[src/verilog/fb_bus_pkg.sv]
// ~~~~~~~~~~~~~~~~~~~~~~~~~~~~~~~~~~~~~~~~~~~~~~~~~~~~~~~~~~~~~~~~~~~~~~~~~~~~~
// Frontend memory bus definitions
//   data and address widths
//   exception codes carried on commands and replies
//   command (A channel) and response (B channel) payload structs
// ~~~~~~~~~~~~~~~~~~~~~~~~~~~~~~~~~~~~~~~~~~~~~~~~~~~~~~~~~~~~~~~~~~~~~~~~~~~~~

package fb_bus_pkg;

   // Bus widths
   localparam int fb_dw = 32;
   localparam int fb_aw = 32;

   // Exception codes
   // bus_err comes from the register block, the faults come from the master
   typedef enum logic [1:0]
   {
      exc_none        = 2'd0,
      exc_bus_err     = 2'd1,
      exc_fetch_fault = 2'd2,
      exc_page_fault  = 2'd3
   } fb_exc_t;

   // A channel payload, 70 bits
   // Nonzero wmsk marks a write
   typedef struct packed
   {
      logic [fb_aw-1:0]   addr;
      logic [fb_dw-1:0]   wdata;
      logic [fb_dw/8-1:0] wmsk;
      fb_exc_t            exc;
   } fb_cmd_t;

   // B channel payload, 34 bits
   typedef struct packed
   {
      logic [fb_dw-1:0] rdata;
      fb_exc_t          exc;
   } fb_rsp_t;

endpackage

[src/verilog/fb_resp_merge.sv]
// ~~~~~~~~~~~~~~~~~~~~~~~~~~~~~~~~~~~~~~~~~~~~~~~~~~~~~~~~~~~~~~~~~~~~~~~~~~~~~
// Response merger (result stage)
//   AND-OR merge of the pending bus's reply onto the B channel
//   ready steering back to the pending bus, reply-done flags
//   assertion that only the pending bus raises valid
// ~~~~~~~~~~~~~~~~~~~~~~~~~~~~~~~~~~~~~~~~~~~~~~~~~~~~~~~~~~~~~~~~~~~~~~~~~~~~~

`timescale 1ns/1ns

module fb_resp_merge
   import fb_bus_pkg::*;
#(
   parameter int n_bus = 2
)
(
   input                             clk,
   input                             reset,
   input  logic [n_bus-1:0]          bus_pending,
   // Slave replies
   input  logic [n_bus-1:0]          bus_b_valid,
   output logic [n_bus-1:0]          bus_b_ready,
   input  fb_rsp_t [n_bus-1:0]       bus_rsp,
   // Frontend response channel
   output logic                      b_valid,
   input  logic                      b_ready,
   output fb_rsp_t                   b_rsp,
   // Reply handshake per bus, for the router
   output logic [n_bus-1:0]          bus_b_done
);

   localparam int rsp_w = $bits(fb_rsp_t);

   logic [rsp_w-1:0] rsp_or;

   always_comb
   begin
      b_valid = 1'b0;
      rsp_or = '0;
      for (int i = 0; i < n_bus; i++)
      begin
         // Non-pending buses contribute zeros
         b_valid = b_valid | (bus_pending[i] & bus_b_valid[i]);
         rsp_or = rsp_or | ({rsp_w{bus_pending[i]}} & bus_rsp[i]);
      end
   end

   assign b_rsp = fb_rsp_t'(rsp_or);

   // Ready only to the owner of the reply path
   assign bus_b_ready = {n_bus{b_ready}} & bus_pending;
   assign bus_b_done = bus_b_ready & bus_b_valid;

   // An idle bus with a reply would be a slave out of step with the router
   assert property (@(posedge clk) disable iff (reset)
      (bus_b_valid & ~bus_pending) == '0)
   else $error("reply from non-pending bus: valid %b pending %b", bus_b_valid, bus_pending);

endmodule

[config.mk]
export PLATFORM = sky130hd
export DESIGN_NAME = fb_resp_merge
export DESIGN_NICKNAME = d
export VERILOG_FILES = /design/src/verilog/fb_bus_pkg.sv /design/src/verilog/fb_resp_merge.sv
export SDC_FILE = /design/constraint.sdc
export NUM_CORES = 1
export LEC_CHECK = 0
export BUFFER_PORTS_ARGS = -buffer_cell sky130_fd_sc_hd__buf_2
export CAP_MARGIN = 20
export CORE_ASPECT_RATIO = 0.8
export CORE_MARGIN = 3
export CORE_UTILIZATION = 23
export DETAILED_ROUTE_END_ITERATION = 8
export GPL_TIMING_DRIVEN = 0
export PLACE_DENSITY = 0.88
export SLEW_MARGIN = 10
export SYNTH_ARGS = -nofsm -noshare
export SYNTH_HDL_FRONTEND = slang
export SYNTH_SLANG_ARGS = --single-unit
export TNS_END_PERCENT = 1
[constraint.sdc]
create_clock -name vclk -period 1.1
set_clock_uncertainty 0.1 [all_clocks]
set_input_delay 0.11 -clock vclk [all_inputs]
set_output_delay 0.11 -clock vclk [all_outputs]
set_load 0.1 [all_outputs]
Word-level counts from Yosys, hierarchy flattened
Index checks and enable logic that the tools add are counted.

storage, ports and cells
  word-level logic and storage cells = 8
  bits in registers = 0

operators by class
  bitwise gates (word level) = 8

operators by type and width
  cell              count
  $and A34 B34 Y34  2
  $or A34 B34 Y34   1
  $and A2 B2 Y2     2
  $and A1 B1 Y1     2
  $or A1 B1 Y1      1

Longest topological paths before layout
  depth in word-level cells = 2
  depth in mapped cells = 3

Least setup slack after synthesis
Ideal clock, no wire load.

  kind = input-to-output
  from = in bus_pending[1]
  to = out bus_b_done[1]
  arrival = 1.123 ns
  cell stages on the path = 3
  data required time = 0.890 ns
  setup slack = -0.233 ns
  cell sequence = buf_6 -> buf_6 -> and3_1

on the way
  word-level cells in the longest chain between the ends = 2

ends and longest elaborated chain
  what           line                 text
  from (decl)    fb_resp_merge.sv:18  input logic [n_bus-1:0] bus_pending,
  $and A2 B2 Y2  fb_resp_merge.sv:50  assign bus_b_ready = {n_bus{b_ready}} & bus_pending;
  $and A2 B2 Y2  fb_resp_merge.sv:51  assign bus_b_done = bus_b_ready & bus_b_valid;
  to (decl)      fb_resp_merge.sv:28  output logic [n_bus-1:0] bus_b_done

Every way passes these cells.

Worst setup path in the final report
Ends and elaborated chain as after synthesis.

==> impl_results.md <==
- Worst Hold Class: primary input to output port
- Max Fanout on Critical Path: 10
- Setup Viol. Count Final: 0
- Number of top-level pins: 114
- Final design utilization: 0.646
- Post-route DRC: 0
- Final Cycle Share: 0.939
- Net Count, Synth: 122
- Outcome: finished, final reports clean
- Worst-Margin Slew: 492 ps
- Crit path time final: 1030 ps
- First-pass GRT wire length: 3.49 mm
- Cell leakage power: 0.676 nW
- Relative slew slack: 0.674
- Grt total ovfl: 0
- Register area: 0 sq um
- Die H: 44.7 um
- Critical path class: primary input to output port
- Detail Placement HPWL: 2.05 mm
- Sequential area share after synthesis: 0
- Final hold viol count: 0
- Initial Utilization: 0.254
- WP data required: 890 ps
- RSZ-0062 raised after global routing: false
- Critical Path Start Type: primary input
- Diodes inserted: 0
- Post-synth cell types: 5
- First DRT Iteration DRCs: 10
- PD cells: 1160 nW/um^2
- Synthesized area per cell: 9.16 sq um
- Core ar.: 1690 sq um
- Largest net degree at the start of global routing: 11
- Ys Warns: 0
- Post-DR vias/cell: 4.91
- Power, Total: 1.27 mW
- Arr. time, crit path: 820 ps
- Final Max Tran Viols: 0
- Via count: 878
- DRT Pass-1 Iters: 4
- Vias in the first global route: 816
- F_max: 0.968 GHz
- Cell count after synthesis: 47
- Maximum VDD drop: 0.000632 V
- Die ar.: 2430 sq um
- Wire per inst: 14.4 um
- Clock buf count: 0
- Die Width: 54.4 um
- # port buffers: 110
- Area grow syn2layout: 154%
- Core Rows: 13
- Initial antenna violation count: 0
- Fill count: 165
- Post-Route WL: 2.58 mm
- Final nets: 234
- Post-route antenna net violation count: 0
- Seq cells: 0
- Crit. End Element: output port
- Maxcap violations: 0
- Area of the multi-input gates: 342 sq um
- Share of layout cells above drive strength 1: 0.803
- GR Util All Layers: 0.182
- Post-Syn Area: 430 sq um
- RePlAce Congestion: 0.648
==> path summary, 6_finish.rpt <==
check,startpoint,endpoint,slack (ps),cells after the start
worst max-delay path,bus_pending[1],bus_b_done[1],70,4
worst min-delay path,bus_rsp[46],b_rsp[12],580,3
==> repair_timing <==
action                     4_1_cts  5_1_grt
setup buffers                    0        0
hold buffers                     0        0
resized for setup               33        0
setup endpoints to repair       33        0
==> cells by family after synthesis <==
logic type	count (synthesis)	share of synthesized area
compound gates	35	0.733
buf+inv	8	0.209
simple gates	4	0.0581
==> layout by cell type (no fill, tap or decap) <==
cell type and n:
a22o_2 7, and3_2 1, buf_6 8, and2_1 2, a22o_1 28, buf_4 33, buf_2 77, and3_1 1
==> report_power, final <==
group | switching, mW | leakage (nW) | internal [mW]
clock | 0 | 0 | 0
sequential | 0 | 0 | 0
combinational | 0.949 | 0.676 | 0.320
total | 0.949 | 0.676 | 0.320
==> stage by stage <==
stage	worst slack [ps]	area (sq um)	std cells	setup TNS, ps	hold slack [ps]
6_report	67.2	1090	179	0	582
5_1_grt	28.2	1090	179	0	594
4_1_cts	66.2	1090	179	0	581
3_5_place_dp	-60.5	1010	179	-1130	659
3_3_place_gp	-49.5	1010	179	-793	650
2_1_floorplan	-231	432	47	-6590	489
==> Yosys cell counts, drive strengths merged <==
cell,n,area share
buf,8,0.21
and2,2,0.029
and3,2,0.029
a22o,35,0.73
==> per-layer routing <==
metal,vias up,global-route usage,part of all wire
met3,0,0.00990,0.081
met1,406,0.190,0.33
met4,0,0.00995,0
li1,427,-,-
met5,-,0,0
met2,45,0.399,0.59
==> layout make-up <==
| type | count | area share |
|---|---|---|
| timing repair buffer | 110 | 0.580 |
| multi-input combinational | 39 | 0.313 |
| tap | 22 | 0.0252 |
| buffer | 8 | 0.0825 |
==> worst max-delay path, stage by stage <==
cell and delay [ps]:
buf_6 120, buf_6 140, and3_2 170, buf_4 280
No activity file was read; power rests on OpenSTA's default activity.
