[src/verilog/fb_bus_pkg.sv]
// ~~~~~~~~~~~~~~~~~~~~~~~~~~~~~~~~~~~~~~~~~~~~~~~~~~~~~~~~~~~~~~~~~~~~~~~~~~~~~
// Frontend memory bus definitions
//   data and address widths
//   exception codes carried on commands and replies
//   command (A channel) and response (B channel) payload structs
// ~~~~~~~~~~~~~~~~~~~~~~~~~~~~~~~~~~~~~~~~~~~~~~~~~~~~~~~~~~~~~~~~~~~~~~~~~~~~~

package fb_bus_pkg;

   // Bus widths
   localparam int fb_dw = 32;
   localparam int fb_aw = 32;

   // Exception codes
   // bus_err comes from the register block, the faults come from the master
   typedef enum logic [1:0]
   {
      exc_none        = 2'd0,
      exc_bus_err     = 2'd1,
      exc_fetch_fault = 2'd2,
      exc_page_fault  = 2'd3
   } fb_exc_t;

   // A channel payload, 70 bits
   // Nonzero wmsk marks a write
   typedef struct packed
   {
      logic [fb_aw-1:0]   addr;
      logic [fb_dw-1:0]   wdata;
      logic [fb_dw/8-1:0] wmsk;
      fb_exc_t            exc;
   } fb_cmd_t;

   // B channel payload, 34 bits
   typedef struct packed
   {
      logic [fb_dw-1:0] rdata;
      fb_exc_t          exc;
   } fb_rsp_t;

endpackage

[src/verilog/fb_router.sv]
// ~~~~~~~~~~~~~~~~~~~~~~~~~~~~~~~~~~~~~~~~~~~~~~~~~~~~~~~~~~~~~~~~~~~~~~~~~~~~~
// Command router (execute stage)
//   per-bus pending flags, set by command and cleared by reply
//   exclusive command acceptance and a_ready
//   command fan-out to every bus
//   assertions on pending exclusivity and master payload stability
// ~~~~~~~~~~~~~~~~~~~~~~~~~~~~~~~~~~~~~~~~~~~~~~~~~~~~~~~~~~~~~~~~~~~~~~~~~~~~~

`timescale 1ns/1ns

module fb_router
   import fb_bus_pkg::*;
#(
   parameter int n_bus = 2
)
(
   input                    clk,
   input                    reset,
   // Frontend command channel
   input  logic             a_valid,
   output logic             a_ready,
   input  fb_cmd_t          a_cmd,
   // Decoded target
   input  logic [n_bus-1:0] bus_sel,
   // Slave side
   output logic [n_bus-1:0] bus_a_valid,
   input  logic [n_bus-1:0] bus_a_ready,
   output fb_cmd_t          bus_cmd,
   // Reply handshakes from the merger
   input  logic [n_bus-1:0] bus_b_done,
   output logic [n_bus-1:0] bus_pending
);

   logic [n_bus-1:0] accept;
   logic [n_bus-1:0] cmd_done;
   logic [n_bus-1:0] sel_ready;

   always_comb
   begin
      for (int i = 0; i < n_bus; i++)
      begin
         // Free fabric, or more work for the bus already in use
         accept[i] = ~|bus_pending | bus_pending[i];
         // Valid is never derived from the slave's ready
         bus_a_valid[i] = a_valid & bus_sel[i] & accept[i];
         sel_ready[i] = bus_sel[i] & accept[i] & bus_a_ready[i];
         cmd_done[i] = bus_a_valid[i] & bus_a_ready[i];
      end
   end

   assign a_ready = |sel_ready;

   // Same payload to every bus, valid picks the one
   assign bus_cmd = a_cmd;

   // Pending flags
   // A new command keeps the flag up even if a reply leaves this cycle
   always_ff @(posedge clk)
   begin
      if (reset)
      begin
         bus_pending <= '0;
      end
      else
      begin
         for (int i = 0; i < n_bus; i++)
         begin
            if (cmd_done[i])
            begin
               bus_pending[i] <= 1'b1;
            end
            else if (bus_b_done[i])
            begin
               bus_pending[i] <= 1'b0;
            end
         end
      end
   end

   // Only one bus may own the reply path,
   // this is what keeps replies in command order
   assert property (@(posedge clk) disable iff (reset)
      $onehot0(bus_pending))
   else $error("more than one bus pending: %b", bus_pending);

   // Master keeps an offered command until it is taken
   assert property (@(posedge clk) disable iff (reset)
      a_valid && !a_ready |=> a_valid && $stable(a_cmd))
   else $error("command dropped or changed before acceptance");

endmodule

[config.mk]
export PLATFORM = sky130hd
export DESIGN_NAME = fb_router
export DESIGN_NICKNAME = d
export VERILOG_FILES = /design/src/verilog/fb_bus_pkg.sv /design/src/verilog/fb_router.sv
export SDC_FILE = /design/constraint.sdc
export NUM_CORES = 1
export LEC_CHECK = 0
export BUFFER_PORTS_ARGS = -buffer_cell sky130_fd_sc_hd__buf_2
export CAP_MARGIN = 15
export CORE_AREA = 2 2 60 62
export CTS_CLUSTER_DIAMETER = 150
export DETAILED_ROUTE_END_ITERATION = 8
export DIE_AREA = 0 0 62 64
export PLACE_DENSITY = 0.8
export SKIP_CTS_REPAIR_TIMING = 1
export SYNTH_ARGS = -nofsm -noshare
export SYNTH_HDL_FRONTEND = slang
export SYNTH_SLANG_ARGS = --single-unit
[constraint.sdc]
create_clock -name clk -period 1.7 [get_ports clk]
set_input_delay 0.34 -clock clk [delete_from_list [all_inputs] [get_ports clk]]
set_output_delay 0.34 -clock clk [all_outputs]
set_load 0.05 [all_outputs]
=== After elaboration in Yosys (flattened, before gate mapping) ===
Index checks and enable logic that the tools add are counted.

* Muxes and demuxes: 4
* Reduce and logical (&&, ||, !) cells: 5
* Bitwise logic cells: 12

{| class="wikitable"
|+ Operators with widths
! kind !! number
|-
| $and 1x1->1 || 10
|-
| $mux 1 || 4
|-
| $reduce_bool 2->1 || 2
|-
| $reduce_or 2->1 || 2
|-
| $or 1x1->1 || 2
|-
| $logic_not 1->1 || 1
|}

* Bits in registers: 2
* Bits of input ports: 79
* Output and inout bits: 75
* Logic and storage cells: 23

=== Logic depth before layout (Yosys ltp) ===
* Depth after elaboration: 6
* Mapped depth: 3

=== Worst setup path after synthesis ===
No wires, ideal clock.

* Path type: register to output
* Start point: register bus_pending[0]
* End point: output port a_ready
* Cell stages (with the launch flop): 4
* Arrival: 1.610 ns
* Path slack: -0.250 ns
* Buffers on the path: 0
* Cells stage by stage: dfxtp_1 -> nand2b_1 -> a32oi_1 -> nor2_1

* Word-level cells in the longest chain between the ends: 6
* Elaborated cells between the ends (all ways): 9
* Those cells by class: 6 x bitwise; 3 x reduce/logical

{| class="wikitable"
|+ Ends and longest elaborated chain
! item !! RTL line !! text
|-
| start: declaration || fb_router.sv:31 || <nowiki>output logic [n_bus-1:0] bus_pending</nowiki>
|-
| start signal: assignment || fb_router.sv:62 || <nowiki>bus_pending <= '0;</nowiki>
|-
| start signal: indexed assignment || fb_router.sv:70 || <nowiki>bus_pending[i] <= 1'b1;</nowiki>
|-
| start signal: indexed assignment || fb_router.sv:74 || <nowiki>bus_pending[i] <= 1'b0;</nowiki>
|-
| $reduce_or 2->1 || fb_router.sv:43 || <nowiki>accept[i] = ~|bus_pending | bus_pending[i];</nowiki>
|-
| $logic_not 1->1 || fb_router.sv:43 ||
|-
| $or 1x1->1 || fb_router.sv:43 ||
|-
| $and 1x1->1 (2 in series) || fb_router.sv:46 || <nowiki>sel_ready[i] = bus_sel[i] & accept[i] & bus_a_ready[i];</nowiki>
|-
| $reduce_or 2->1 (*) || fb_router.sv:51 || <nowiki>assign a_ready = |sel_ready;</nowiki>
|-
| end: declaration || fb_router.sv:21 || <nowiki>output logic a_ready,</nowiki>
|}

Every way passes the cells marked *; elsewhere a longest branch is shown, timed or not.

=== Final worst setup path ===
Ends and elaborated chain as after synthesis.

==> impl_results.md <==
* Status: finished clean
* Yosys Warn Count at 0
* Count of final max-slew check failures at 0
* Slew of the pin with the lowest slew margin at approximately 0.25 ns
* Max H-tree Level at 1
* Area grow syn2layout at -56.81%
* CP endpoint kind: output pin
* CP required at 1.36 ns
* Max Cap Violations at 0
* Max Fclk at 629.1 MHz
* Regs by FF count: bus_pending (2)
* Clock sinks at 2
* Vias at 269
* Worst ir drop on vdd at 0.0002296 V
* WS Path Type: register to output pin
* Pwr Density at 768.9 mW/mm²
* CTS tree: done
* Post-synthesis cell type count at 8
* Final core utilization at 0.08457
* Core Box Area at around 0.0033 mm²
* Initial antenna violation count at 0
* Total track usage at 0.05028
* Vias in the first global route at between 200 and 300
* Sequential area share after synthesis at 0.06226
* Syn avg cell area at between 7 and 8 µm²
* Die span in y at around 64 µm
* Mapped Nets at 164
* Nets at between 100 and 150
* Worst Clk Skew at 0.007741 ns
* Yosys reg bits at 2
* Drt first-iter violations at 3
* Peak fanout along the critical path at 4
* Die Width at 62 µm
* Mean routed wirelength per cell at 13.39 µm
* Sum Neg Setup Slack at 0 ns
* Largest register by flop count: bus_pending
* First-pass GRT wire length at ~1400 µm
* Share of cells above drive strength 1 at 0.5806
* Post-DP HPWL at 810 µm
* Hold Path Class: primary input to register
* Mapped Area at 643.1 µm²
* Total die area at 0.003968 mm²
* Worst-path clk slew at 0.03 ns
* RD Place Congestion at 0.5719
* WHS at 0.2923 ns
* GRT overflow at 0
* Post-route DRC at 0
* Ant diodes at 0
* Final WL at 1031 µm
* Rows at 21
* Period utilization at 0.9350
* Clock Latency Late Sink at between 0.2 and 0.25 ns
* Vias/cell at 3.494
* CP startpoint kind: register
* IO buf count at 13
* CTS root buffer: clkbuf_4
* Final min period at 1.590 ns
* Fillers at 390
* Count of final hold-check violations at 0
* Largest net degree at the start of global routing at 5
* Cts bufs inserted at 3
* RSZ-0062 raised after global routing: false
* Initial core utilization at 0.1958
* DRT antenna net count at 0
* Design area at about 280 µm²
* Crit path arrival time at 1.25 ns
* Synthesized instance count at 85
* 1st-pass router iterations at 2
* Max_slew headroom at 0.8340
* Lkg Pwr at roughly 0.00011 µW
* Placed cell area at between 200 and 250 µm²
* CTS Buffer Depth at 2
* Final setup fails at 0
* Max reg flops at 2
* IO Pins at 154
==> kinds of logic after synthesis <==
logic type	Yosys count	share of synthesized area
DFF	2	0.06226
and+or+nand+nor	9	0.08364
AOI/OAI and AO/OA	4	0.03696
buffers and inverters	70	0.8171
==> cell usage in the layout (no fill, tap or decap) <==
cell type	instances
nand4_1	2
clkbuf_4	3
a32oi_2	1
dfxtp_1	2
a21oi_1	3
buf_2	13
nor2_4	1
and3_1	2
nand2b_1	4
==> cells in the mapped netlist <==
cell type / number / area, µm²
a21oi_1: 3 / 15.01
dfxtp_1: 2 / 40.04
buf_4: 70 / 525.5
and3_1: 2 / 12.51
nand2b_1: 4 / 25.02
nand4_1: 2 / 12.51
nor2_1: 1 / 3.750
a32oi_1: 1 / 8.760
==> critical path, cell delays in order (launching register included) <==
cell and delay (ns):
dfxtp_1 0.31, nand2b_1 0.18, a32oi_2 0.27, nor2_4 0.05, buf_2 0.21
==> report_power, final <==
group	internal, µW	switching [µW]
clock	77.9	26.9
combinational	19.3	38.9
sequential	49.2	1.45
total	146	67.3
==> metal layers <==
| metal | vias to the layer above | GRT usage | wire length, µm |
|---|---|---|---|
| met2 | 34 | 0.02865 | 300 |
| met1 | 110 | 0.03030 | 248 |
| met3 | 36 | 0.04656 | 219 |
| met5 | - | 0 | 0 |
| met4 | 0 | 0.1516 | 262 |
| li1 | 89 | - | - |
==> area by class of cell <==
type                       count  area, µm²  share of cell area
sequential                     2      40.04              0.1441
timing repair buffer          13      65.06              0.2342
clock buffer                   3      22.52             0.08108
tap                           46      57.56              0.2072
multi-input combinational     13      92.59              0.3333
==> final timing paths <==
| check | startpoint | to | slack, ns | depth (start not counted) |
|---|---|---|---|---|
| worst max-delay path | bus_pending[0]$_SDFFE_PP0P_ | a_ready | 0.11 | 4 |
| worst min-delay path | reset | bus_pending[1]$_SDFFE_PP0P_ | 0.29 | 2 |
| worst max register to register | bus_pending[0]$_SDFFE_PP0P_ | bus_pending[0]$_SDFFE_PP0P_ | 0.84 | 3 |
| worst min register to register | bus_pending[0]$_SDFFE_PP0P_ | bus_pending[0]$_SDFFE_PP0P_ | 0.49 | 2 |
==> per-stage QoR <==
stage	power (µW)	instances	setup WS, ns
2_1_floorplan	531.4	85	0.05147
6_report	213.6	77	0.1104
4_1_cts	215.2	77	0.07039
5_1_grt	227.9	77	0.01763
3_5_place_dp	107.4	74	0.3055
3_3_place_gp	106.6	74	0.3351
Power figures use the tool's default switching activity.
