File: src/verilog/fb_bus_pkg.sv
// ~~~~~~~~~~~~~~~~~~~~~~~~~~~~~~~~~~~~~~~~~~~~~~~~~~~~~~~~~~~~~~~~~~~~~~~~~~~~~
// Frontend memory bus definitions
//   data and address widths
//   exception codes carried on commands and replies
//   command (A channel) and response (B channel) payload structs
// ~~~~~~~~~~~~~~~~~~~~~~~~~~~~~~~~~~~~~~~~~~~~~~~~~~~~~~~~~~~~~~~~~~~~~~~~~~~~~

package fb_bus_pkg;

   // Bus widths
   localparam int fb_dw = 32;
   localparam int fb_aw = 32;

   // Exception codes
   // bus_err comes from the register block, the faults come from the master
   typedef enum logic [1:0]
   {
      exc_none        = 2'd0,
      exc_bus_err     = 2'd1,
      exc_fetch_fault = 2'd2,
      exc_page_fault  = 2'd3
   } fb_exc_t;

   // A channel payload, 70 bits
   // Nonzero wmsk marks a write
   typedef struct packed
   {
      logic [fb_aw-1:0]   addr;
      logic [fb_dw-1:0]   wdata;
      logic [fb_dw/8-1:0] wmsk;
      fb_exc_t            exc;
   } fb_cmd_t;

   // B channel payload, 34 bits
   typedef struct packed
   {
      logic [fb_dw-1:0] rdata;
      fb_exc_t          exc;
   } fb_rsp_t;

endpackage

File: src/verilog/fb_map_pkg.sv
// ~~~~~~~~~~~~~~~~~~~~~~~~~~~~~~~~~~~~~~~~~~~~~~~~~~~~~~~~~~~~~~~~~~~~~~~~~~~~~
// Fabric address map
//   region and offset split of the address word
//   RAM and register window bases, bus select indices
//   address union, read raw or as region and offset
// ~~~~~~~~~~~~~~~~~~~~~~~~~~~~~~~~~~~~~~~~~~~~~~~~~~~~~~~~~~~~~~~~~~~~~~~~~~~~~

package fb_map_pkg;

   // Address split, 20 region bits over a 4 KB offset
   localparam int fb_region_bits = 20;
   localparam int fb_offset_bits = 12;

   // Window bases
   localparam logic [fb_region_bits+fb_offset_bits-1:0] fb_ram_base = 32'h0000_0000;
   localparam logic [fb_region_bits+fb_offset_bits-1:0] fb_reg_base = 32'h0000_1000;

   // Region numbers of the two windows
   localparam logic [fb_region_bits-1:0] fb_ram_region = fb_ram_base[fb_offset_bits +: fb_region_bits];
   localparam logic [fb_region_bits-1:0] fb_reg_region = fb_reg_base[fb_offset_bits +: fb_region_bits];

   // Scratch registers implemented in the register window
   localparam int fb_reg_count = 4;

   // Bus select bit of each slave
   localparam int fb_sel_ram = 0;
   localparam int fb_sel_reg = 1;

   typedef struct packed
   {
      logic [fb_region_bits-1:0] region;
      logic [fb_offset_bits-1:0] offset;
   } fb_addr_fields_t;

   typedef union packed
   {
      logic [fb_region_bits+fb_offset_bits-1:0] raw;
      fb_addr_fields_t                           fields;
   } fb_addr_u;

endpackage

File: src/verilog/fb_reg_slave.sv
// ~~~~~~~~~~~~~~~~~~~~~~~~~~~~~~~~~~~~~~~~~~~~~~~~~~~~~~~~~~~~~~~~~~~~~~~~~~~~~
// Register block slave
//   scratch registers with byte-masked writes
//   wait-state counter delaying each reply by reg_wait cycles
//   bus_err reply for unmapped offsets and regions
// ~~~~~~~~~~~~~~~~~~~~~~~~~~~~~~~~~~~~~~~~~~~~~~~~~~~~~~~~~~~~~~~~~~~~~~~~~~~~~

`timescale 1ns/1ns

module fb_reg_slave
   import fb_bus_pkg::*;
   import fb_map_pkg::*;
#(
   parameter int reg_wait = 2
)
(
   input           clk,
   input           reset,
   // Command channel
   input  logic    a_valid,
   output logic    a_ready,
   input  fb_cmd_t a_cmd,
   // Response channel
   output logic    b_valid,
   input  logic    b_ready,
   output fb_rsp_t b_rsp
);

   localparam int cnt_w = (reg_wait > 0) ? $clog2(reg_wait + 1) : 1;
   localparam int idx_w = (fb_reg_count > 1) ? $clog2(fb_reg_count) : 1;

   logic [fb_dw-1:0] regs [fb_reg_count];
   fb_addr_u         addr;
   logic [idx_w-1:0] idx;
   logic             hit;
   logic             busy;
   logic [cnt_w-1:0] wait_cnt;
   logic             cmd_done;
   logic             rsp_done;

   assign addr = a_cmd.addr;
   assign idx = addr.fields.offset[2 +: idx_w];
   // Implemented words sit at the bottom of the register window
   assign hit = (addr.fields.region == fb_reg_region) &&
                (addr.fields.offset < fb_offset_bits'(fb_reg_count * 4));

   // One command at a time
   assign a_ready = ~busy;
   assign cmd_done = a_valid & a_ready;
   assign rsp_done = b_valid & b_ready;

   // Scratch registers and reply payload
   always_ff @(posedge clk)
   begin
      if (reset)
      begin
         for (int r = 0; r < fb_reg_count; r++)
         begin
            regs[r] <= '0;
         end
      end
      else if (cmd_done)
      begin
         if (hit && a_cmd.exc == exc_none)
         begin
            for (int b = 0; b < fb_dw / 8; b++)
            begin
               if (a_cmd.wmsk[b])
               begin
                  regs[idx][8*b +: 8] <= a_cmd.wdata[8*b +: 8];
               end
            end
         end
      end
   end

   always_ff @(posedge clk)
   begin
      if (cmd_done)
      begin
         b_rsp.rdata <= hit ? regs[idx] : '0;
         // Master's own fault beats bus_err
         if (a_cmd.exc != exc_none)
            b_rsp.exc <= a_cmd.exc;
         else
            b_rsp.exc <= hit ? exc_none : exc_bus_err;
      end
   end

   // Busy from acceptance to reply handshake
   // Counter runs down before valid rises
   always_ff @(posedge clk)
   begin
      if (reset)
      begin
         busy <= 1'b0;
         b_valid <= 1'b0;
         wait_cnt <= '0;
      end
      else if (cmd_done)
      begin
         busy <= 1'b1;
         wait_cnt <= cnt_w'(reg_wait);
      end
      else if (rsp_done)
      begin
         busy <= 1'b0;
         b_valid <= 1'b0;
      end
      else if (busy && !b_valid)
      begin
         if (wait_cnt == '0)
            b_valid <= 1'b1;
         else
            wait_cnt <= wait_cnt - 1'b1;
      end
   end

endmodule

File: config.mk
export PLATFORM = sky130hd
export DESIGN_NAME = fb_reg_slave
export DESIGN_NICKNAME = d
export VERILOG_FILES = /design/src/verilog/fb_bus_pkg.sv /design/src/verilog/fb_map_pkg.sv /design/src/verilog/fb_reg_slave.sv
export SDC_FILE = /design/constraint.sdc
export NUM_CORES = 1
export LEC_CHECK = 0
export ABC_AREA = 0
export CORE_AREA = 10 10 121 123
export CTS_CLUSTER_DIAMETER = 50
export DETAILED_ROUTE_END_ITERATION = 10
export DIE_AREA = 0 0 131 133
export DONT_BUFFER_PORTS = 1
export PLACE_DENSITY = 0.75
export SLEW_MARGIN = 20
export SYNTH_ARGS = -nofsm -noshare
export SYNTH_HDL_FRONTEND = slang
export SYNTH_SLANG_ARGS = --single-unit
File: constraint.sdc
create_clock -name clk -period 3.5 [get_ports clk]
set_input_delay 0.7 -clock clk [delete_from_list [all_inputs] [get_ports clk]]
set_output_delay 0.7 -clock clk [all_outputs]
set_load 0.02 [all_outputs]
Yosys cells after proc, flatten, opt, wreduce, memory -nomap -nowiden
Memory sizes are Yosys's and may differ from the RTL's. A register that Yosys moved wholly into a read port is not among the register bits.
Cells that the tools add are included.
W data, S select, Z words.
{"block": "classes", "bitwise_logic": 6, "n_lt_le_gt_ge": 1, "n_reduce_logical": 17, "div": 0, "mux": 36, "multipliers": 0, "shift": 0, "n_addsub": 1, "eq_ne": 3}
{"operator": "$mux W32", "n": 1}
{"operator": "$reduce_or A32 Y1", "n": 1}
{"operator": "$mux W1", "n": 28}
{"operator": "$eq A20 B1 Y1 const B", "n": 1}
{"operator": "$lt A12 B5 Y1 const B", "n": 1}
{"operator": "$mux W2", "n": 6}
{"operator": "$reduce_bool A2 Y1", "n": 5}
{"operator": "$reduce_and A3 Y1", "n": 3}
{"operator": "$logic_not A2 Y1", "n": 2}
{"operator": "$mux W4", "n": 1}
{"operator": "$ne A2 B2 Y1 const B", "n": 2}
{"operator": "$not A1 Y1", "n": 4}
{"operator": "$logic_and A1 B1 Y1", "n": 3}
{"operator": "$and A1 B1 Y1", "n": 2}
{"operator": "$logic_not A1 Y1", "n": 2}
{"operator": "$reduce_or A2 Y1", "n": 1}
{"operator": "$sub A2 B1 Y2 const B", "n": 1}
{"block": "word_totals", "reg_bits": 6, "latch_bits": 0, "output_inout_bits": 36, "mem_bits_ro": 0, "n_memories": 1, "ramBits": 128, "elab_cells": 70, "inputBits": 74}
{"memory": "regs", "words": 4, "width": 32, "read_ports": 1, "rd_ports_with_merged_regs": 1, "wr": 4, "line_no": "fb_reg_slave.sv:32", "rtl": "logic [fb_dw-1:0] regs [fb_reg_count];"}

Logic depth before layout (Yosys ltp)
Gate-level depths: netlist (run 1).
{"block": "depth", "depth_word": 9, "depth_mapped": 7, "ltp_nobuf": 4}

Least setup slack after synthesis (run 1)
No wires, ideal clock.
{"block": "synth_timing", "kind": "input to register", "start": "in a_valid", "end": "reg b_valid", "path_buffers": 0, "setup_time_ns": 0.065, "arrival_time_ns": 2.711, "slack_ns": 0.724, "path_stages": 4, "t_required_ns": 3.435, "cell_sequence": "nor2b_1 o21ai_0 o21a_1 nor2_1"}
{"block": "synth_between", "elab_chain_cells": 3}
{"item": "start, declared", "line_no": "fb_reg_slave.sv:20", "rtl": "input logic a_valid,"}
{"item": "$and A1 B1 Y1", "line_no": "fb_reg_slave.sv:49", "rtl": "assign cmd_done = a_valid & a_ready;"}
{"item": "$not A1 Y1 (no source line)"}
{"item": "$reduce_and A3 Y1 (no source line)"}
{"item": "end signal, assigned", "line_no": "fb_reg_slave.sv:97", "rtl": "b_valid <= 1'b0;"}
{"item": "end signal, assigned", "line_no": "fb_reg_slave.sv:108", "rtl": "b_valid <= 1'b0;"}
{"item": "end signal, assigned", "line_no": "fb_reg_slave.sv:113", "rtl": "b_valid <= 1'b1;"}
{"item": "end, declared", "line_no": "fb_reg_slave.sv:24", "rtl": "output logic b_valid,"}
Every way passes these cells.
A chain may end at the register's enable or synchronous reset.

==> reports/metrics.yaml, run 1 <==
status: "finished clean"
r2r_setup_slack_ps: 850
final.setup.tns_ps: 0
drive_above_1_share_pct: 17.8
grt_pass1_wl_um: 22800
clock_path_buffers: 2
max_freq_mhz: 377
areaGrowthSynthToFinish_pct: 9.92
post-place-ws_ps: 573
min_to: "wait_cnt[0]"
die_h_um: 133
initial_core_util_pct: 58.5
critPathLaunchType: "flip-flop"
r2r_cells: 4
viasPerCell: 5.69
hold_buffers: 0
hp-class: "in -> reg"
yosysMostFrequentCell: "edfxtp_1"
synthesis.area_mm2: 0.00723
grt_setup_unrepaired: "false"
r2r-end: "regs[1][26]"
stdcell_count: 678
power.density_mw_per_mm2: 540
peakVddDrop_mv: 0.279
via_count: 3861
drt_iter0_drc: 343
syn_nets: 567
async_flop_share_pct: 0
n_antenna_cell: 0
hold_slack_ps: 346
dp.cells: 646
final_net_count: 567
crit_type: "reg -> reg"
synth_edf_count: 162
cp_max_fo: 8
die_x_um: 131
cp.arrival_ps: 2740
worstPathRequired_ps: 3590
hold_viol: 0
cts_setup_buffers: 0
worstSkewPairLatency_ps: 430
gp_congestion: 0.765
hold_path_depth: 1
worst_slack_ps: 846
cts_root_buffer: "clkbuf_16"
postRouteWirelength_um: 14600
tightest_slew_ps: 1040
drv_cap: 0
antenna_found_initial: 0
dieArea_mm2: 0.0174
timing.final.crit_share_pct: 75.8
grt_use_total_pct: 17.7
ys_warn_count: 0
grt_pass1_vias: 4199
rows: 41
hp-start: "reset"
firstDrtPassIters: 5
ys_seq_area_share_pct: 68.4
core_mm2: 0.0124
portBuffers: 0
slew_viol_final: 0
drcViolationCount: 0
synth_ff_type: "edfxtp_1"
cpMaxStageDelayCell: "nor4_1"
wl_per_cell_um: 21.5
tritoncts: "yes"
cp_cell_sequence: "nor4b_4 -> nand3b_4 -> nor4_1 -> a21o_1"
leakagePower_nw: 2.76
synth_seq_cells: 166
place_hpwl_um: 9450
cts_buffers: 17
yosysTopAreaCellShare_pct: 67.3
grt_overflow: 0
ios: 110
setup_viol: 0
crit_start: "busy"
synthTopCellsByArea: "edfxtp_1 (67%), mux4_2 (10%), nor2_1 (5.0%)"
cts.clk_slew.worst_paths_ps: 60
postCtsResizedCells: 0
ant_nets: 0
synthTopCellsByCount: "edfxtp_1 (162), nor2_1 (97), nand2_1 (37)"
avgSynthCellArea_um2: 14.7
yosysTopAreaCell: "edfxtp_1"
skew_ps: 8.97
end_kind: "flip-flop"
cp_slowest_stage_delay_ps: 730
synth_cell_types: 32
grt_max_degree: 37
htree_levels: 4
slew_headroom_pct: 30.6
fin_crit_ps: 2650
clock_sinks: 166
worst_r2r_startpoint: "busy"
netlist_instances: 493
fin_util_pct: 64.3
## report_power, final
part / switching [W] / internal (W)
clock: 0.000745 / 0.00107
combinational: 0.0000853 / 0.0000850
sequential: 0.0000499 / 0.00226
total: 0.000880 / 0.00341
## state kept, by name, summed over array words and instances (netlist names)
signal	cells
b_rsp	34
busy	1
regs	128
wait_cnt	2
b_valid	1
## cells by family after synthesis
group / share of synthesized area, %
buf+inv: 3.03
flops: 68.4
compound gates: 2.32
simple gates: 16.3
mux: 9.97
## layer usage
metal / vias up / track usage [%] / wire length [um]
met1: 1882 / 20.0 / 5180
met2: 167 / 28.9 / 7810
met4: 0 / 8.28 / 178
met5: - / 0 / 0
li1: 1798 / - / -
met3: 14 / 6.63 / 1440
## cells in the final DEF (no fill, tap or decap), types with 5 or more instances in the layout
| cell type | n |
|---|---|
| buf_4 | 16 |
| and2_1 | 33 |
| clkbuf_16 | 17 |
| nor2_1 | 97 |
| mux4_2 | 32 |
| or2_2 | 5 |
| nand2_1 | 37 |
| nor4_1 | 9 |
| nor2b_1 | 32 |
| a21o_1 | 13 |
| edfxtp_1 | 162 |
| clkinvlp_4 | 5 |
## worst max-delay path by stage
stage          depth (start not counted)  slack, ps          end
5_1_grt                                4        720  regs[1][21]
4_1_cts                                4        840   regs[1][0]
3_3_place_gp                           4        630  regs[2][11]
2_1_floorplan                          4        720      b_valid
6_report                               4        850  regs[1][26]
3_5_place_dp                           4        570   regs[1][4]
## cell type report
class,count,area [um^2]
sequential,166,4940
fill,857,4420
multi-input combinational,289,2080
clock buffer,21,450
tap,172,215
clock inverter,11,125
timing repair buffer,16,120
inverter,3,11.3
## per-stage QoR
stage	instance area, um^2	total power [W]
6_report	7940	0.00429
5_1_grt	7940	0.00441
4_1_cts	7940	0.00431
3_5_place_dp	7370	0.00252
3_3_place_gp	7370	0.00251
2_1_floorplan	7230	0.00249
## critical path: cells and delay by family, from the launching register on
family | cells | cell delay (ps)
DFF | 1 | 380
and+or+nand+nor | 3 | 1470
AOI/OAI and AO/OA | 1 | 460
No activity file was read; power rests on OpenSTA's default activity.
==> run 2, diff against run 1 <==
Clock period 3.5 ns to 2.55 ns, I/O delays scaled along.
==> reports/metrics.yaml, run 2 (synthesis results as in run 1) <==
cts_setup_buffers: 0
drive_above_1_share_pct: 18.5
drcViolationCount: 0
grt_max_degree: 37
peakVddDrop_mv: 0.511
seqCellArea_mm2: 0.00494
dieArea_mm2: 0.0174
portBuffers: 0
max_freq_mhz: 420
cts_root_buffer: "clkbuf_16"
gp_congestion: 0.810
power.density_mw_per_mm2: 746
via_count: 3991
top_register: "regs"
die_h_um: 133
ios: 110
grt_pass1_wl_um: 23600
fillers: 886
tightest_slew_ps: 595
place_hpwl_um: 9960
postRouteWirelength_um: 15100
hold_viol: 0
htree_levels: 4
crit_type: "reg -> reg"
cp.arrival_ps: 2460
slew_headroom_pct: 60.3
grt_use_total_pct: 18.4
worstPathRequired_ps: 2630
drv_cap: 0
worst_slack_ps: 168
multi_input_area_mm2: 0.00208
final.setup.tns_ps: 0
clock_sinks: 166
grt_setup_unrepaired: "false"
layout_commonest_cell: "edfxtp_1"
setup_viol: 0
largest_registers: "regs x128, b_rsp x34, wait_cnt x2"
r2r_setup_slack_ps: 170
cp_top_family: "simple AND/OR/NAND/NOR gates"
ant_nets: 0
rows: 41
status: "finished clean"
timing.final.crit_share_pct: 93.4
tritoncts: "yes"
slew_viol_final: 0
die_x_um: 131
hold_slack_ps: 158
hold_buffers: 0
worstSkewPairLatency_ps: 430
clock_path_buffers: 2
n_antenna_cell: 0
antenna_found_initial: 0
viasPerCell: 5.83
cp_max_fo: 8
core_mm2: 0.0124
cts.clk_slew.worst_paths_ps: 60
cp.buffers_inverters: 1
cpMaxStageDelayCell: "nor4b_4"
cp_slowest_stage_delay_ps: 550
largest_reg_flops: 128
leakagePower_nw: 2.84
wl_per_cell_um: 22.0
drt_iter0_drc: 332
postCtsResizedCells: 0
skew_ps: 8.51
grt_overflow: 0
firstDrtPassIters: 5
final_net_count: 575
critPathLaunchType: "flip-flop"
end_kind: "flip-flop"
cts_buffers: 17
cp_cell_sequence: "nor4b_4 -> nand3b_4 -> nor4_1 -> buf_4 -> a21o_1"
layout_common_cells: "edfxtp_1 (162), nor2_1 (97), nand2_1 (37)"
fin_crit_ps: 2380
hp-class: "in -> reg"
initial_core_util_pct: 58.5
areaGrowthSynthToFinish_pct: 11.9
post-place-ws_ps: 21.9
grt_pass1_vias: 4331
run 2: changes by cell type in the layout (fill, tap and decap cells not counted), moves of 2 or more:
cell        previous run  this run
buf_12                 0         5
buf_4                 16        19
bufinv_16              2         4
clkinvlp_4             5         1
inv_6                  2         0
run 2: cell type report:
class,instances,area share [%]
inverter,3,0.139
tap,172,2.66
multi-input combinational,289,25.7
timing repair buffer,24,3.00
clock inverter,10,1.92
clock buffer,21,5.45
sequential,166,61.1
run 2: metal layers:
metal	up-vias	share of wire [%]	GRT usage, %
met3	23	8.4	6.55
met1	1977	38	21.1
met2	176	51	30.3
met5	-	0	0
met4	0	2.1	7.66
li1	1815	-	-
run 2: path summary, 6_finish.rpt:
| kind | start | endpoint | cells after the start |
|---|---|---|---|
| setup / recovery | busy | regs[0][12] | 5 |
| hold reg to reg | wait_cnt[0] | wait_cnt[0] | 2 |
| hold / removal | reset | wait_cnt[0] | 1 |
| setup reg to reg | busy | regs[0][12] | 5 |
run 2: report_power, final:
part           internal (W)  total (W)  switching, W
combinational      0.000131   0.000252      0.000121
sequential          0.00310    0.00316     0.0000687
clock               0.00162    0.00262      0.000991
run 2: per-stage QoR:
| step | util, % | std cells | instance area (um^2) | total power, W |
|---|---|---|---|---|
| 3_5_place_dp | 60.6 | 654 | 7490 | 0.00348 |
| 6_report | 65.4 | 685 | 8090 | 0.00603 |
| 2_1_floorplan | - | 493 | 7230 | 0.00342 |
| 5_1_grt | 65.4 | 685 | 8090 | 0.00621 |
| 4_1_cts | 65.4 | 685 | 8090 | 0.00606 |
| 3_3_place_gp | 60.6 | 654 | 7490 | 0.00347 |
==> run 3, diff against run 2 <==
Settings changed: CORE_AREA 10 10 121 123 to 10 10 167 91, DIE_AREA 0 0 131 133 to 0 0 177 101.
==> reports/metrics.yaml, run 3 (synthesis results as in run 1) <==
status: "finished clean"
hp-class: "in -> reg"
cts_buffers: 17
max_freq_mhz: 420
drcViolationCount: 0
drt_iter0_drc: 371
firstDrtPassIters: 5
cp_common_cell: "buf_4"
largest_reg_flops: 128
cp_slowest_stage_delay_ps: 390
hold_buffers: 0
top_register: "regs"
critPathLaunchType: "flip-flop"
drive_above_1_share_pct: 20.7
drv_cap: 0
wl_per_cell_um: 22.8
hold_viol: 0
setup_viol: 0
peakVddDrop_mv: 0.416
die_h_um: 101
cp_max_fo: 8
via_count: 4071
slew_viol_final: 0
postCtsResizedCells: 0
clock_path_buffers: 2
cpMaxStageDelayCell: "dfxtp_1"
areaGrowthSynthToFinish_pct: 14.2
grt_use_total_pct: 18.3
min_to: "b_valid"
tightest_slew_ps: 1050
r2r-end: "regs[1][14]"
antenna_found_initial: 0
r2r_cells: 8
cp_cell_sequence: "nor4b_4 -> buf_4 -> nand3b_4 -> buf_4 -> nor4_1 -> buf_4 -> a21o_1 -> buf_12"
die_x_um: 177
grt_pass1_vias: 4300
htree_levels: 4
grt_overflow: 0
portBuffers: 0
power.density_mw_per_mm2: 734
grt_setup_unrepaired: "false"
n_antenna_cell: 0
worst_r2r_startpoint: "busy"
largest_registers: "regs x128, b_rsp x34, wait_cnt x2"
cp.arrival_ps: 2510
worstSkewPairLatency_ps: 420
dieArea_mm2: 0.0179
end_kind: "flip-flop"
ios: 110
initial_core_util_pct: 58.4
ant_nets: 0
hold_path_depth: 1
timing.final.crit_share_pct: 93.3
worstPathRequired_ps: 2680
cts_setup_buffers: 0
place_hpwl_um: 10800
grt_pass1_wl_um: 24500
slew_headroom_pct: 30.0
cts_root_buffer: "clkbuf_16"
p_total_w: 0.00606
gp_congestion: 0.789
cts.clk_slew.worst_paths_ps: 70
tritoncts: "yes"
fin_crit_ps: 2380
layout_commonest_cell: "edfxtp_1"
r2r_setup_slack_ps: 170
grt_max_degree: 37
skew_ps: 8.74
viasPerCell: 5.87
final_net_count: 584
hold_slack_ps: 157
leakagePower_nw: 2.92
final.setup.tns_ps: 0
clock_sinks: 166
core_mm2: 0.0124
crit_type: "reg -> reg"
hp-start: "reset"
rows: 29
layout_common_cells: "edfxtp_1 (162), nor2_1 (97), nand2_1 (37)"
postRouteWirelength_um: 15800
## run 3: through the flow
stage	cell area (um^2)	instances	setup slack, ps	utilization, %
after CTS	8260	693	133	66.7
after detailed placement	7660	661	36.0	61.9
after floorplan	7230	493	63.9	-
final	8260	693	171	66.7
after global placement	7660	661	69.2	61.9
after global routing	8260	693	11.9	66.7
## run 3: final cells by class
class	count	area, um^2
Clock inverter	15	175
Multi-Input combinational cell	289	2080
Timing Repair Buffer	33	410
Tap cell	170	213
Sequential cell	166	4940
Fill cell	864	4120
Clock buffer	17	425
Inverter	3	11.3
## run 3: worst max path at each step
stage	startpoint	cells after the start	slack, ps	to
floorplan	a_cmd[2]	6	60	regs[3][0]
global placement	a_cmd[59]	5	70	regs[3][19]
detailed placement	a_cmd[59]	5	40	regs[3][20]
CTS	busy	5	130	regs[3][16]
global route	busy	5	10	regs[3][16]
finish	busy	8	170	regs[1][14]
## run 3: routing by layer
| layer | GRT usage, % | up-vias | share of wire, % | wire length (um) |
|---|---|---|---|---|
| li1 | - | 1831 | - | - |
| met1 | 23.6 | 2057 | 41 | 6480 |
| met2 | 28.7 | 177 | 48 | 7520 |
| met3 | 7.33 | 6 | 11 | 1670 |
| met4 | 4.30 | 0 | 0.57 | 90 |
| met5 | 0 | - | 0 | 0 |
## run 3: critical path: cells and delay by family (launching register included)
family          cells  cell delay (ps)
simple gates        3              800
compound gates      1              170
buf+inv             4              730
flops               1              390
## run 3: power breakdown
group,internal [W],switching (W)
logic,0.000157,0.000130
clock network,0.00155,0.00106
registers,0.00309,0.0000716
